`config.mk`:
```
export PLATFORM = sky130hd
export DESIGN_NAME = trace_readout
export DESIGN_NICKNAME = d
export VERILOG_FILES = /design/src/hw/trace_pkg.sv /design/src/hw/trace_readout.sv
export SDC_FILE = /design/constraint.sdc
export NUM_CORES = 1
export LEC_CHECK = 0
export BUFFER_PORTS_ARGS = -buffer_cell sky130_fd_sc_hd__buf_2
export CAP_MARGIN = 20
export CORE_MARGIN = 2
export CORE_UTILIZATION = 28
export CTS_CLUSTER_DIAMETER = 120
export DETAILED_ROUTE_END_ITERATION = 10
export GPL_TIMING_DRIVEN = 0
export PLACE_DENSITY = 0.7
export SLEW_MARGIN = 10
export SYNTH_ARGS = -nofsm -noshare
export SYNTH_HDL_FRONTEND = slang
export SYNTH_SLANG_ARGS = --single-unit
```
`constraint.sdc`:
```
create_clock -name clk -period 2.5 [get_ports clk]
set_input_delay 0.5 -clock clk [delete_from_list [all_inputs] [get_ports clk]]
set_output_delay 0.5 -clock clk [all_outputs]
set_load 0.05 [all_outputs]
```
`src/hw/trace_pkg.sv`:
```
package trace_pkg;

	// ********************
	// snapshot geometry
	// ********************

	localparam int lane_count = 48;
	localparam int lanes_per_frame = 16;
	localparam int error_bits = 8;

	// only the middle lanes carry useful sliding-detector flags
	localparam int sd_first_lane = 8;
	localparam int sd_lane_count = 24;

	// ********************
	// memory and readback
	// ********************

	localparam int word_bits = 144;
	localparam int words_per_capture = 4;
	localparam int chunk_bits = 32;
	localparam int chunks_per_word = 5;

	typedef logic signed [error_bits-1:0] error_sample_t;

	// lane 0 sits in the lowest position of every field
	typedef struct packed {
		error_sample_t [lane_count-1:0] errors;
		logic [lane_count-1:0] prbs_flags;
		logic [lane_count-1:0] bitstream;
		logic [lane_count-1:0][1:0] sd_flags;
	} lane_capture_t;

	// read is a level, enable is a one-cycle pulse
	typedef struct packed {
		logic read;
		logic enable;
		logic [2:0] chunk_sel;
	} trace_dbg_ctrl_t;

	typedef enum logic [1:0] {
		idle_ready,
		storing,
		read_back
	} trace_state_t;

endpackage

```
`src/hw/trace_readout.sv`:
```
`timescale 1ns/10ps

module trace_readout (
	input logic clk,
	input logic rstb,
	input logic [trace_pkg::word_bits-1:0] rdata,
	input logic [2:0] chunk_sel,
	output logic [trace_pkg::chunk_bits-1:0] dbg_data
);

	localparam int last_chunk = trace_pkg::chunks_per_word - 1;
	localparam int tail_bits = trace_pkg::word_bits - trace_pkg::chunk_bits*last_chunk;

	logic [2:0] sel_q;
	logic [trace_pkg::chunk_bits-1:0] chunks [trace_pkg::chunks_per_word];
	logic [trace_pkg::chunk_bits-1:0] chunk_next;

	// full chunks from the bottom of the word
	for (genvar c = 0; c < last_chunk; c++) begin : g_chunk
		assign chunks[c] = rdata[trace_pkg::chunk_bits*c +: trace_pkg::chunk_bits];
	end

	// top 16 bits, left aligned
	assign chunks[last_chunk] = {rdata[trace_pkg::word_bits-1 -: tail_bits],
		{(trace_pkg::chunk_bits - tail_bits){1'b0}}};

	always_comb begin
		chunk_next = '0;
		if (sel_q <= 3'(last_chunk)) begin
			chunk_next = chunks[sel_q];
		end
	end

	// sel_q lines the selection up with the memory's registered read
	always_ff @(posedge clk or negedge rstb) begin
		if (!rstb) begin
			sel_q <= '0;
			dbg_data <= '0;
		end else begin
			sel_q <= chunk_sel;
			dbg_data <= chunk_next;
		end
	end

endmodule

```
# ---- Word level (Yosys, flattened, before mapping)
# Index checks and enable logic that the tools add are counted.
dict set report op_classes {
  n_lt_le_gt_ge 2
  muxes 4
  n_bitwise 1
}
# cell count
set ops {}
lappend ops {{binary-select mux 32 bit (select 3 bit)} 1}
lappend ops {{2-to-1 mux 32 bit} 3}
lappend ops {{>= comparator 4 bit (second input constant)} 1}
lappend ops {{inverter 3 -> 4 bit} 1}
lappend ops {{less-or-equal comparator 3 bit (second input constant)} 1}
dict set report totals {
  reg_bits 35
  inputBits 149
  output_inout_bits 32
  elab_cells 9
}

# ---- Logic depth before layout (Yosys ltp)
dict set report logic_depth {
  ltp_word 5
  depth_mapped 6
  ltp_nobuf 3
}

# ---- Least setup slack after synthesis
# Ideal clock, no wire load.
dict set report synth_timing {
  path_type {reg-to-reg}
  start {register sel_q[0]}
  end {register dbg_data[0] in the netlist's numbering}
  setup_ps 132
  arrival_ps 1269
  required_ps 2368
  setup_slack_ps 1098
  path_stages_with_launch 5
  n_path_buf 2
  synth_period_minus_slack_ps 1402
  path_cell_list {dfrtp_1 -> buf_6 -> buf_6 -> mux4_2 -> nor2b_1}
}
dict set report synth_via {
  elab_chain_len 5
  elab_cells_between_ends 6
  classes_between {1 x order compare; 4 x mux; 1 x bitwise}
}
# item line
set synth_lines {}
lappend synth_lines {{start, declared} trace_readout.sv:14} ;# logic [2:0] sel_q;
lappend synth_lines {{start signal, assigned} trace_readout.sv:40} ;# sel_q <= chunk_sel;
lappend synth_lines {{inverter 3 -> 4 bit (implied by the code)} trace_readout.sv:30} ;# chunk_next = chunks[sel_q];
lappend synth_lines {{binary-select mux 32 bit (select 3 bit)} trace_readout.sv:30}
lappend synth_lines {{2-to-1 mux 32 bit (implied by the code) (2 in a row)} trace_readout.sv:30}
lappend synth_lines {{2-to-1 mux 32 bit *} trace_readout.sv:29} ;# if (sel_q <= 3'(last_chunk)) begin
lappend synth_lines {{net chunk_next, one bit} trace_readout.sv:16} ;# logic [trace_pkg::chunk_bits-1:0] chunk_next;
lappend synth_lines {{end signal, assigned} trace_readout.sv:41} ;# dbg_data <= chunk_next;
lappend synth_lines {{end, declared} trace_readout.sv:8} ;# output logic [trace_pkg::chunk_bits-1:0] dbg_data
# The timed path passes the listed nets; every way through them passes the cells marked *. The select of a mux whose other input is x is not followed.

# ---- Worst setup path in the final report
dict set report layout_timing {
  start {register sel_q[0]}
  end {register dbg_data[21] in the netlist's numbering}
}
# Same word-level chain as after synthesis.

==> metrics.csv <==
metric,value,unit
die_w,89.3,um
grt-ovfl-total,0,
start_util,28.6,%
clk_latency,0.28,ns
grt_setup_unrepaired,false,
status,completed,
grtUsageTotal,15.3,%
worst_path_max_delay_cell,dfrtp_1,
final_area,0.00314,mm^2
grt_pass1_wl,8980,um
cts_root_buf,clkbuf_8,
clk_pin_slew,0.07,ns
wl,6200,um
slew_headroom,46.5,%
synth.area.top_cells,"dfrtp_1, mux4_2, mux2i_1",
power_density,481,mW/mm^2
grt_pass1_vias,1943,
min_path_type,input port to async pin,
required,2.66,ns
max_freq,0.655,GHz
gp_routability_congestion,0.752,
hold_buffers,0,
rows,31,
antenna_found_initial,0,
syn_area_per_cell,13.6,um^2
worst-setup-path-type,flop to flop,
path_cells,buf_6 > buf_6 > buf_6 > mux2i_1 > nor2_1 > a221o_1,
skew,0.00781,ns
synth_common_cells,"dfrtp_1, mux2i_1, mux4_2, nor2b_1, nor2_1",
cts_buffers,5,
yosysTopAreaCell,dfrtp_1,
drt_pre_antenna_iters,4,
synth-edff-count,0,
async_flop_share,100,%
portBuffers,180,
syn_area,0.00204,mm^2
cts_sinks,35,
ys_ff_latch,35,
ctsLongestPathBuffers,2,
crit_arrival,1.69,ns
hold_violations,0,
endpoint_kind,flop,
via_per_inst,4.51,
ant_nets,0,
worstSetupStartpointType,flop,
synth_top_flop_cell,dfrtp_1,
period_minus_slack,1.53,ns
core-area,0.00714,mm^2
die_h,89.3,um
tightest_slew,0.803,ns
drcViolationCount,0,
path_max_fanout,10,
synth_top_area_share,43.0,%
synthToLayoutAreaGrowth,53.8,%
htreeDepth,2,
first_iter_violations,29,
cts_tree,yes,
setup_viol,0,
leakage,1.68,nW
drive_above_1_share,67.9,%
die-area,0.00798,mm^2
grt_max_degree,36,
slowest_delay,0.34,ns
period_share,61.1,%
ctsResizeCount,0,
cts_setup_buffers,0,
placed_cell_area,0.00306,mm^2
yosysUniqueCellTypes,18,
total_power,1.51,mW
routed-via-count,1962,
num_io_pins,181,
final_net_count,486,
ys_seq_area_share,43.0,%
synthCells,150,
whs,0.304,ns
drv_cap,0,
vdd_drop_max,0.185,mV
dp_hpwl,5200,um
tns,0,ns
diodes,0,
syn_nets,299,
slew_viol_final,0,
synth_most_common_cell,dfrtp_1,
wl_per_cell,14.2,um
ys_warn_count,0,
cpMostUsedCell,buf_6,
[flip-flops by register name, indices dropped and copies added (netlist names)]
register and cells:
dbg_data 32, sel_q 3
[final cells by class]
cell class	count	area [um^2]
Buffer	13	104
Clock buffer	6	72.6
Fill cell	728	4000
Multi-Input combinational cell	102	1060
Sequential cell	35	876
Tap cell	99	124
Timing Repair Buffer	180	901
[cell families after synthesis]
family | after synthesis | synth area share (%)
flops | 35 | 43.0
compound gates | 17 | 7.86
mux | 48 | 34.3
buf+inv | 13 | 5.09
simple gates | 37 | 9.82
[where the power goes]
part / leakage, nW / internal (mW) / switching (mW)
clock: 0.0371 / 0.185 / 0.177
combinational: 1.19 / 0.225 / 0.297
sequential: 0.445 / 0.612 / 0.0118
total: 1.68 / 1.02 / 0.486
[routing by layer]
metal  vias to the layer above  routed length (um)  track usage (%)
li1                        941                   -                -
met1                       909                2310             16.4
met2                       103                3300             29.0
met3                         9                 482             3.88
met4                         0                 105             5.16
met5                         -                   0                0
[cells in the final DEF (no fill, tap or decap), types with 2 or more instances in the layout]
master and count:
nor2b_1 16, nor2_1 15, nor3_1 2, nor3b_1 2
buf_6 6, mux2_2 14, dfrtp_1 35, buf_2 185
clkbuf_8 5, a221o_1 13, clkbuf_1 2, a211o_1 2
mux2i_1 18, mux4_2 16
[worst max-delay path: cells and delay by family, from the launching register on]
kind | cells | cell delay [ns]
and+or+nand+nor | 1 | 0.06
AOI/OAI and AO/OA | 1 | 0.26
muxes | 1 | 0.19
buffers and inverters | 3 | 0.55
DFF | 1 | 0.34
[worst paths after layout]
check | start | slack [ns] | end | cells past startpoint
max | sel_q[0] | 0.97 | dbg_data[21] | 6
min | rstb | 0.30 | dbg_data[25] | 1
max reg2reg | sel_q[0] | 0.97 | dbg_data[21] | 6
min reg2reg | sel_q[2] | 0.80 | dbg_data[27] | 3
max in group asynchronous | rstb | 1.68 | dbg_data[17] | 1
min in group clk | chunk_sel[2] | 0.32 | sel_q[2] | 1
[per-stage QoR]
| stage | setup slack, ns | utilization, % | cells |
|---|---|---|---|
| final | 0.973 | 43.9 | 435 |
| after global routing | 0.852 | 43.9 | 435 |
| after CTS | 0.950 | 43.9 | 435 |
| after detailed placement | 0.958 | 42.9 | 429 |
| after global placement | 0.962 | 42.9 | 429 |
| after floorplan | 1.10 | - | 150 |
No activity file was read; power rests on OpenSTA's default activity.
