==> src/hw/trace_pkg.sv <==
package trace_pkg;

	// ********************
	// snapshot geometry
	// ********************

	localparam int lane_count = 48;
	localparam int lanes_per_frame = 16;
	localparam int error_bits = 8;

	// only the middle lanes carry useful sliding-detector flags
	localparam int sd_first_lane = 8;
	localparam int sd_lane_count = 24;

	// ********************
	// memory and readback
	// ********************

	localparam int word_bits = 144;
	localparam int words_per_capture = 4;
	localparam int chunk_bits = 32;
	localparam int chunks_per_word = 5;

	typedef logic signed [error_bits-1:0] error_sample_t;

	// lane 0 sits in the lowest position of every field
	typedef struct packed {
		error_sample_t [lane_count-1:0] errors;
		logic [lane_count-1:0] prbs_flags;
		logic [lane_count-1:0] bitstream;
		logic [lane_count-1:0][1:0] sd_flags;
	} lane_capture_t;

	// read is a level, enable is a one-cycle pulse
	typedef struct packed {
		logic read;
		logic enable;
		logic [2:0] chunk_sel;
	} trace_dbg_ctrl_t;

	typedef enum logic [1:0] {
		idle_ready,
		storing,
		read_back
	} trace_state_t;

endpackage

==> src/hw/trace_store_ctrl.sv <==
`timescale 1ns/10ps

module trace_store_ctrl #(
	parameter int addr_width = 12
) (
	input logic clk,
	input logic rstb,
	input logic trigger,
	input trace_pkg::trace_dbg_ctrl_t dbg_ctrl,
	output logic latch_capture,
	output logic [1:0] word_sel,
	output logic [addr_width-1:0] write_addr,
	output logic web,
	output trace_pkg::trace_state_t state,
	output logic trace_done
);

	localparam logic [addr_width-1:0] last_addr = '1;
	localparam logic [1:0] last_word = 2'(trace_pkg::words_per_capture - 1);

	trace_pkg::trace_state_t next_state;
	logic [1:0] word_cnt;
	logic word_last;
	logic mem_full;
	logic chain_capture;

	assign word_last = (word_cnt == last_word);

	// captures are address aligned, so the full check only matters on word 3
	assign mem_full = word_last && (write_addr == last_addr);

	// back-to-back capture, a trigger in the word-3 cycle
	assign chain_capture = (state == trace_pkg::storing) && word_last && !mem_full && trigger;

	// ********************
	// next state
	// ********************

	always_comb begin
		next_state = state;
		case (state)
			trace_pkg::idle_ready: begin
				if (trigger) begin
					next_state = trace_pkg::storing;
				end else if (dbg_ctrl.read) begin
					next_state = trace_pkg::read_back;
				end
			end
			trace_pkg::storing: begin
				if (word_last) begin
					if (mem_full) begin
						next_state = trace_pkg::read_back;
					end else if (trigger) begin
						next_state = trace_pkg::storing;
					end else if (dbg_ctrl.read) begin
						next_state = trace_pkg::read_back;
					end else begin
						next_state = trace_pkg::idle_ready;
					end
				end
			end
			trace_pkg::read_back: begin
				// triggers are ignored until re-armed
				if (dbg_ctrl.enable) begin
					next_state = trace_pkg::idle_ready;
				end
			end
			default: next_state = trace_pkg::idle_ready;
		endcase
	end

	always_ff @(posedge clk or negedge rstb) begin
		if (!rstb) begin
			state <= trace_pkg::idle_ready;
			word_cnt <= '0;
			write_addr <= '0;
		end else begin
			state <= next_state;
			if (state == trace_pkg::storing) begin
				word_cnt <= word_cnt + 2'd1;
				// stop at the last address once the memory is full
				if (!mem_full) begin
					write_addr <= write_addr + 1'b1;
				end
			end else begin
				word_cnt <= '0;
				if (state == trace_pkg::read_back && dbg_ctrl.enable) begin
					write_addr <= '0;
				end
			end
		end
	end

	assign latch_capture = (state == trace_pkg::idle_ready && trigger) || chain_capture;
	assign word_sel = word_cnt;
	assign web = (state != trace_pkg::storing);
	assign trace_done = (state == trace_pkg::read_back);

endmodule

==> config.mk <==
export PLATFORM = sky130hd
export DESIGN_NAME = trace_store_ctrl
export DESIGN_NICKNAME = d
export VERILOG_FILES = /design/src/hw/trace_pkg.sv /design/src/hw/trace_store_ctrl.sv
export SDC_FILE = /design/constraint.sdc
export NUM_CORES = 1
export LEC_CHECK = 0
export BUFFER_PORTS_ARGS = -buffer_cell sky130_fd_sc_hd__buf_2
export CORE_ASPECT_RATIO = 0.9
export CORE_MARGIN = 4
export CORE_UTILIZATION = 53
export CTS_CLUSTER_DIAMETER = 50
export DETAILED_ROUTE_END_ITERATION = 10
export GPL_TIMING_DRIVEN = 0
export PLACE_DENSITY = 0.82
export RECOVER_POWER = 50
export SLEW_MARGIN = 10
export SYNTH_ARGS = -nofsm -noshare
export SYNTH_HDL_FRONTEND = slang
export SYNTH_SLANG_ARGS = --single-unit
==> constraint.sdc <==
create_clock -name clk -period 2.55 [get_ports clk]
set_input_delay 0.255 -clock clk [delete_from_list [all_inputs] [get_ports clk]]
set_output_delay 0.255 -clock clk [all_outputs]
set_load 0.05 [all_outputs]
## Word-level counts from Yosys, hierarchy flattened

Index checks and enable logic that the tools add are counted.

| storage, ports and cells | value |
|---|---|
| input bits | 8 |
| output and inout port bits | 19 |
| flip-flop bits (word level) | 16 |
| logic and storage cells | 38 |

| operators by class | value |
|---|---|
| equal/unequal tests | 9 |
| multiplexer cells | 12 |
| add/sub/neg operators | 2 |
| reductions and logical operators | 12 |

Operator list:

| cell | count |
|---|---|
| $mux 12 | 3 |
| $mux 2 | 8 |
| $add 12x1->12 const B | 1 |
| $eq 12x12->1 const B | 1 |
| $logic_and 1x1->1 | 6 |
| $ne 2x2->1 const B | 3 |
| $pmux 2 s3 | 1 |
| $eq 2x2->1 const B | 2 |
| $ne 3x3->1 const B | 1 |
| $reduce_and 3->1 | 1 |
| $add 2x1->2 const B | 1 |
| $eq 2x1->1 const B | 1 |
| $logic_not 2->1 | 1 |
| $ne 2x1->1 const B | 1 |
| $reduce_and 2->1 | 1 |
| $reduce_bool 2->1 | 1 |
| $logic_not 1->1 | 1 |
| $logic_or 1x1->1 | 1 |

## Longest topological paths before layout

Gate-level depths: netlist (run 1).

| logic depth | value |
|---|---|
| depth in word-level cells | 6 |
| gate-level depth with buffers | 6 |
| mapped depth without buffers | 5 |

## Least setup slack after synthesis (run 1)

OpenSTA, ideal clock, no wires.

| timing | value |
|---|---|
| path kind | reg2out |
| from | reg write_addr[0] |
| to | out latch_capture |
| path slack | -0.023 ns |
| buffers on the path | 0 |
| arrival | 2.318 ns |
| cell stages (with the launch flop) | 6 |
| data required time | 2.295 ns |
| path through | dfrtp_1 -> ha_1 -> nand3_1 -> nor4_2 -> o21a_1 -> nor3_1 |

| on the way | value |
|---|---|
| cells in the longest elaborated chain, start to end | 6 |

RTL lines:

| item | RTL line | text |
|---|---|---|
| start, declared | trace_store_ctrl.sv:12 | `output logic [addr_width-1:0] write_addr,` |
| start signal, assigned | trace_store_ctrl.sv:83 | `write_addr <= write_addr + 1'b1;` |
| $eq 12x12->1 | trace_store_ctrl.sv:30 | `assign mem_full = word_last && (write_addr == last_addr);` |
| $logic_and 1x1->1 | trace_store_ctrl.sv:30 |  |
| $logic_not 1->1 | n/a |  |
| $logic_and 1x1->1 (2 in a row) | trace_store_ctrl.sv:33 | `assign chain_capture = (state == trace_pkg::storing) && word_last && !mem_full && trigger;` |
| $logic_or 1x1->1 | trace_store_ctrl.sv:94 | `assign latch_capture = (state == trace_pkg::idle_ready && trigger) \|\| chain_capture;` |
| end, declared | trace_store_ctrl.sv:10 | `output logic latch_capture,` |

No other way between the ends.

## Final worst setup path (run 1)

| timing | value |
|---|---|
| from | reg write_addr[4] |
| to | out latch_capture |

Same word-level chain as after synthesis.

==> key figures, run 1 <==
Worst setup path
  – Reg-to-reg startpoint: state[1]$_DFFE_PN0P_
  – Startpoint types: register
  – FF-to-FF setup slack: 0.68 ns
  – Crit path max fanout: 9
  – Setup crit end: latch_capture
  – Arr. time, crit path: 1.98 ns
  – Reg2reg end: write_addr[10]$_DFFE_PN0P_
  – CP startpoint: write_addr[4]$_DFFE_PN0P_
  – Crit Path Class: reg2out
  – Worst EP required: 2.30 ns
  – Reg2reg path depth: 6
  – Crit end category: output port

Finish
  – Nets@finish: 130
  – Util after Layout: 69.9%
  – Diode count: 0
  – Area Overhead vs Synth: 20.3%
  – Share of layout cells above drive strength 1: 17.8%
  – Fill cell count: 129

Synthesis
  – Syn avg cell area: 9.56 um^2
  – Post-Syn Area: between 800 and 900 um^2
  – Synth Register Bits: 16
  – EDFF count, synth: 0
  – Post-Synthesis Cells: 91
  – Top FF cell, synth: dfrtp_1
  – Ys async rst share: 100%
  – Register area share after synthesis: a little under half
  – Synth top area share: 46.0%
  – Synth warnings: 0
  – Cell taking the most area after synthesis: dfrtp_1
  – Mapped Nets: 101
  – Most area-consuming cells after synthesis: dfrtp_1 46%, mux2i_1 3.5%, nor3_1 3.5%, nand2_1 3.5%, nor2_1 3.0%
  – Cell variety after synth: 35

Clock network
  – CTS buffer count: 3
  – Clock root buffer: clkbuf_4
  – Clock Latency Late Sink: ~0.28 ns
  – CTS tree: yes
  – Post-CTS Setup Bufs: 0
  – Maximum buffer depth of the clock tree: 2
  – H-tree Lvls: 1
  – Clk slew on worst S/H paths: ~0.08 ns
  – Num Clock Sinks: 16

STA
  – Final Hold Viols: 0
  – Worst-Margin Slew: 0.824 ns
  – Final Max Slew Viols: 0
  – Fmax: ~450 MHz
  – Setup TNS: 0 ns
  – Fin crit share: 87.7%
  – Max_slew headroom: 45.0%
  – Min Clock Period, post-route: approximately 2.2 ns
  – Worst Skew: about 0.00083 ns
  – Finish-stage setup viols: 0
  – RSZ-0062 raised after global routing: no

Route
  – DRT antenna net count: 0
  – DR vias: 805
  – Drt pass-1 iters: 4
  – Avg WL per Cell: 14.1 um
  – Routed WL: 1980 um
  – Via/cell ratio: 5.75
  – 1st-iter DRT viols: 22
  – DRC: 0

Global route
  – GRT Util Overall: 19.5%
  – Vias in the first global route: 743
  – Total grt overflow: 0
  – Global-route wire length before repair: 3410 um
  – Antenna violations before repair: 0
  – Pin count of the biggest net entering global routing: 17

Placement
  – GPL Wtd Cong: 0.804
  – HPWL after DPL: 1540 um
  – Port Buffers: 23

Status
  – Status: finished clean

Die
  – # IOs: 27
  – Vert. Die Dim: roughly 46 um
  – Die area: 2350 um^2
  – Row count: 13
  – Die W: 50.7 um
  – Total core area: 1500 um^2
  – Initial core utilization: about three fifths

Worst hold path
  – Worst hold path type: in2reg

Flow run
  – Max-cap viol count: 0
==> per-layer routing <==
layer / wire (um) / up-vias / GRT usage [%] / part of all wire (%)
met3: 113 / 2 / 6.47 / 5.7
met2: 951 / 22 / 33.3 / 48
li1: - / 391 / - / -
met1: 899 / 390 / 24.8 / 45
met4: 13 / 0 / 3.23 / 0.66
met5: 0 / - / 0 / 0
==> sequential cells by signal (all words and copies together), names as in the netlist <==
name	flops
state	2
word_sel	2
write_addr	12
==> worst min path at each step <==
stage	startpoint	to	slack (ns)	cells after the start
after floorplan	rstb	state[0]$_DFFE_PN0P_	-0.04	0
after global placement	rstb	state[0]$_DFFE_PN0P_	0.19	1
after detailed placement	rstb	write_addr[11]$_DFFE_PN0P_	0.18	1
after CTS	dbg_ctrl[4]	state[1]$_DFFE_PN0P_	0.26	3
after global routing	dbg_ctrl[3]	state[1]$_DFFE_PN0P_	0.27	3
final	dbg_ctrl[4]	state[1]$_DFFE_PN0P_	0.25	3
==> what timing repair did <==
| item | CTS | global route |
|---|---|---|
| resized for setup | 0 | 1 |
| setup endpoints to repair | 0 | 1 |
| hold buffers | 1 | 0 |
| hold endpoints to repair | 16 | 0 |
==> worst max-delay path: stages (launching register included) <==
cell	delay, ns
dfrtp_1	0.46
nand4_1	0.37
nor4_4	0.45
o21a_1	0.18
nor3_2	0.03
buf_2	0.21
==> final cells by class <==
cell class / instances / area (um^2) / area share (%)
timing repair buffer: 24 / 115 / 11.0
multi-input combinational: 67 / 443 / 42.3
buffer: 2 / 15.0 / 1.44
tap: 22 / 27.5 / 2.63
clock buffer: 3 / 22.5 / 2.15
inverter: 6 / 22.5 / 2.15
sequential: 16 / 400 / 38.3
==> synth_stat cells (2+ instances only) <==
library cell,n
a21oi_1,5
and2_1,2
and3_1,2
dfrtp_1,16
ha_1,2
inv_1,5
mux2i_1,3
nand2_1,8
nand3_1,3
nand4_1,3
nor2_1,7
nor2b_1,2
nor3_1,6
o211ai_1,2
o31ai_1,3
o41ai_1,2
or4_1,2
==> cell usage in the layout, fill, tap and decap left out, types with 3 or more instances in the layout <==
cell / instances
inv_1: 6
a21oi_1: 5
clkbuf_1: 9
nand2_1: 8
nand4_1: 3
dfrtp_1: 16
clkbuf_4: 3
nor3_1: 5
nor2_1: 7
nand3_1: 3
mux2i_1: 3
buf_2: 15
o31ai_1: 3
==> kinds of logic after synthesis <==
kind of cell	synth area share (%)
buffers and inverters	4.32
AOI/OAI and AO/OA	15.3
adders and majority gates	2.88
and+or+nand+nor	28.1
DFF	46.0
muxes	3.45
==> per-stage QoR <==
stage          hold WS (ns)  cells  instance area [um^2]  setup slack, ns
2_1_floorplan       -0.0406     91                   875            0.319
3_3_place_gp          0.187    136                  1020            0.531
3_5_place_dp          0.183    136                  1020            0.490
4_1_cts               0.260    140                  1050            0.153
5_1_grt               0.274    140                  1050            0.137
6_report              0.255    140                  1050            0.313
Power of run 1 is not shown: default switching activity piles up to over one toggle a cycle in this logic, so the estimate is an artifact.
==> inputs of run 2 (changes only) <==
--- a/config.mk
+++ b/config.mk
@@ -7,7 +7,6 @@
 export LEC_CHECK = 0
 export BUFFER_PORTS_ARGS = -buffer_cell sky130_fd_sc_hd__buf_2
 export CORE_ASPECT_RATIO = 0.9
-export CORE_MARGIN = 4
 export CORE_UTILIZATION = 53
 export CTS_CLUSTER_DIAMETER = 50
 export DETAILED_ROUTE_END_ITERATION = 10
==> run 2 against run 1 <==
Sequential share of layout area unchanged. Global-route usage increased by 3.0 points. Clock skew about the same. Via count is 2.6% lower. Sequential cell count stayed put. Final cell count unchanged. Final area stayed put. Register-to-register slack about the same. Critical path depth unchanged. Die area decreased by 23%. Hold slack got worse by 0.0062 ns. Critical path type unchanged. Critical endpoint unchanged.
==> key figures, run 2 (synthesis gave the netlist of run 1 again) <==
Clock network
  – Clock Latency Late Sink: 0.28 ns (about the same)
  – Post-CTS Setup Bufs: 0 (unchanged)
  – Num Clock Sinks: 16 (unchanged)
  – CTS tree: yes (unchanged)
  – CTS buffer count: 3 (unchanged)
  – Clk slew on worst S/H paths: 0.08 ns (about the same)
  – Clock root buffer: clkbuf_4 (unchanged)
  – Maximum buffer depth of the clock tree: 2 (unchanged)
  – H-tree Lvls: 1 (unchanged)

STA
  – Final Max Slew Viols: 0 (unchanged)
  – Max_slew headroom: 44.2% (was 45.0%)
  – Worst Skew: 0.000535 ns (was 0.000832 ns)
  – Final Hold Viols: 0 (unchanged)
  – Fin crit share: 88.1% (was 87.7%)
  – Fmax: 445 MHz (was 447 MHz)
  – Finish-stage setup viols: 0 (unchanged)
  – Min Clock Period, post-route: 2.25 ns (was 2.24 ns)
  – Worst-Margin Slew: 0.838 ns (was 0.824 ns)
  – RSZ-0062 raised after global routing: no (unchanged)
  – Fin Hold WS: 0.248 ns (was 0.255 ns)
  – Setup TNS: 0 ns (unchanged)

Route
  – 1st-iter DRT viols: 18 (was 22)
  – DRT met1 WL: 886 um (was 899 um)
  – Drt pass-1 iters: 4 (unchanged)
  – Met2 Wirelength: 849 um (was 951 um)
  – DRT antenna net count: 0 (unchanged)
  – Met3 WL: 78 um (was 113 um)
  – Top Metal Used: met4 (unchanged)
  – Routed WL: 1850 um (was 1980 um)
  – DR vias: 784 (was 805)
  – Via/cell ratio: 5.60 (was 5.75)
  – DRC: 0 (unchanged)
  – Avg WL per Cell: 13.2 um (was 14.1 um)

Worst setup path
  – FF-to-FF setup slack: 0.68 ns (about the same)
  – Startpoint types: register (unchanged)
  – Reg2reg end: write_addr[8]$_DFFE_PN0P_ (was write_addr[10]$_DFFE_PN0P_)
  – Crit Path Class: reg2out (unchanged)
  – Max incr delay on CP: 0.46 ns (about the same)
  – Slowest-stage cell, CP: dfrtp_1 (unchanged)
  – Reg2reg path depth: 6 (unchanged)
  – CP startpoint: write_addr[4]$_DFFE_PN0P_ (unchanged)
  – Crit-path cells: nand4_1, nor4_4, o21a_1, nor3_2, buf_2 (unchanged)
  – Reg-to-reg startpoint: state[1]$_DFFE_PN0P_ (unchanged)
  – Crit end category: output port (unchanged)
  – Worst EP required: 2.30 ns (about the same)
  – Setup crit end: latch_capture (unchanged)
  – Crit path max fanout: 9 (unchanged)
  – Arr. time, crit path: 1.99 ns (was 1.98 ns)

Global route
  – Pin count of the biggest net entering global routing: 17 (unchanged)
  – GRT Util Overall: 22.5% (was 19.5%)
  – Vias in the first global route: 655 (was 743)
  – Global-route wire length before repair: 2770 um (was 3410 um)
  – Antenna violations before repair: 0 (unchanged)
  – Total grt overflow: 0 (unchanged)

Placement
  – GPL Wtd Cong: 0.834 (was 0.804)
  – Port Buffers: 23 (unchanged)
  – HPWL after DPL: 1340 um (was 1540 um)
  – DP Cell Count: 136 (unchanged)

Die
  – Initial core utilization: 58.7% (was 58.1%)
  – Row count: 13 (unchanged)
  – Die area: 1810 um^2 (was 2350 um^2)
  – Vert. Die Dim: 40.4 um (was 46.4 um)
  – Die W: 44.7 um (was 50.7 um)
  – Total core area: 1480 um^2 (was 1500 um^2)
  – # IOs: 27 (unchanged)

Finish
  – Nets@finish: 130 (unchanged)
  – Commonest non-fill, non-tap cell in the layout: dfrtp_1 (unchanged)
  – Commonest non-fill, non-tap cells in the layout: 16 x dfrtp_1, 15 x buf_2, 9 x clkbuf_1, 8 x nand2_1, 7 x nor2_1 (unchanged)
  – Diode count: 0 (unchanged)
  – Share of layout cells above drive strength 1: 17.8% (unchanged)
  – Biggest register: write_addr (unchanged)
  – Largest register FFs: 12 (unchanged)
  – Non-Filler Instances: 140 (unchanged)
  – Area Overhead vs Synth: 20.3% (unchanged)

Flow run
  – Max-cap viol count: 0 (unchanged)

Status
  – Status: finished clean (unchanged)

Worst hold path
  – Hold Startpoint: dbg_ctrl[3] (was dbg_ctrl[4])
  – Worst hold path type: in2reg (unchanged)
-- run 2: cell counts in the layout (fill, tap and decap cells not counted) --
Identical to the previous run, type by type.
-- run 2: through the flow --
stage | worst slack, ns | utilization [%] | instance area, um^2
2_1_floorplan | 0.319 | - | 875
3_3_place_gp | 0.543 | 68.7 | 1020
3_5_place_dp | 0.523 | 68.7 | 1020
4_1_cts | 0.189 | 70.9 | 1050
5_1_grt | 0.127 | 70.7 | 1050
6_report | 0.302 | 70.7 | 1050
-- run 2: worst min path at each step --
| stage | endpoint | slack, ns | depth (start not counted) |
|---|---|---|---|
| after floorplan | state[0]$_DFFE_PN0P_ | -0.04 | 0 |
| after detailed placement | state[1]$_DFFE_PN0P_ | 0.18 | 1 |
| after global routing | state[1]$_DFFE_PN0P_ | 0.25 | 3 |
| after global placement | state[1]$_DFFE_PN0P_ | 0.18 | 1 |
| final | state[1]$_DFFE_PN0P_ | 0.25 | 3 |
| after CTS | state[1]$_DFFE_PN0P_ | 0.25 | 3 |
-- run 2: what timing repair did --
action,in CTS,in global routing
hold buffers,1,0
setup endpoints to repair,0,1
endpoints found under the hold margin,16,0
gates resized for setup,0,1
-- run 2: layout make-up --
class                      count  area [um^2]
multi-input combinational     67          443
inverter                       6         22.5
timing repair buffer          24          115
clock buffer                   3         22.5
sequential                    16          400
buffer                         2         15.0
tap                           22         27.5
fill                         119          434
-- run 2: worst max-delay path, delay by kind of cell, from the launching register on --
kind / cells / cell delay, ns
and+or+nand+nor: 3 / 0.85
AOI/OAI and AO/OA: 1 / 0.19
DFF: 1 / 0.46
buffers and inverters: 1 / 0.21
-- run 2: per-layer routing --
layer	vias to the layer above	track usage, %
li1	393	-
met1	367	28.9
met2	20	35.7
met3	4	5.41
met4	0	12.1
met5	-	0
Power of run 2 is left out for the same reason.
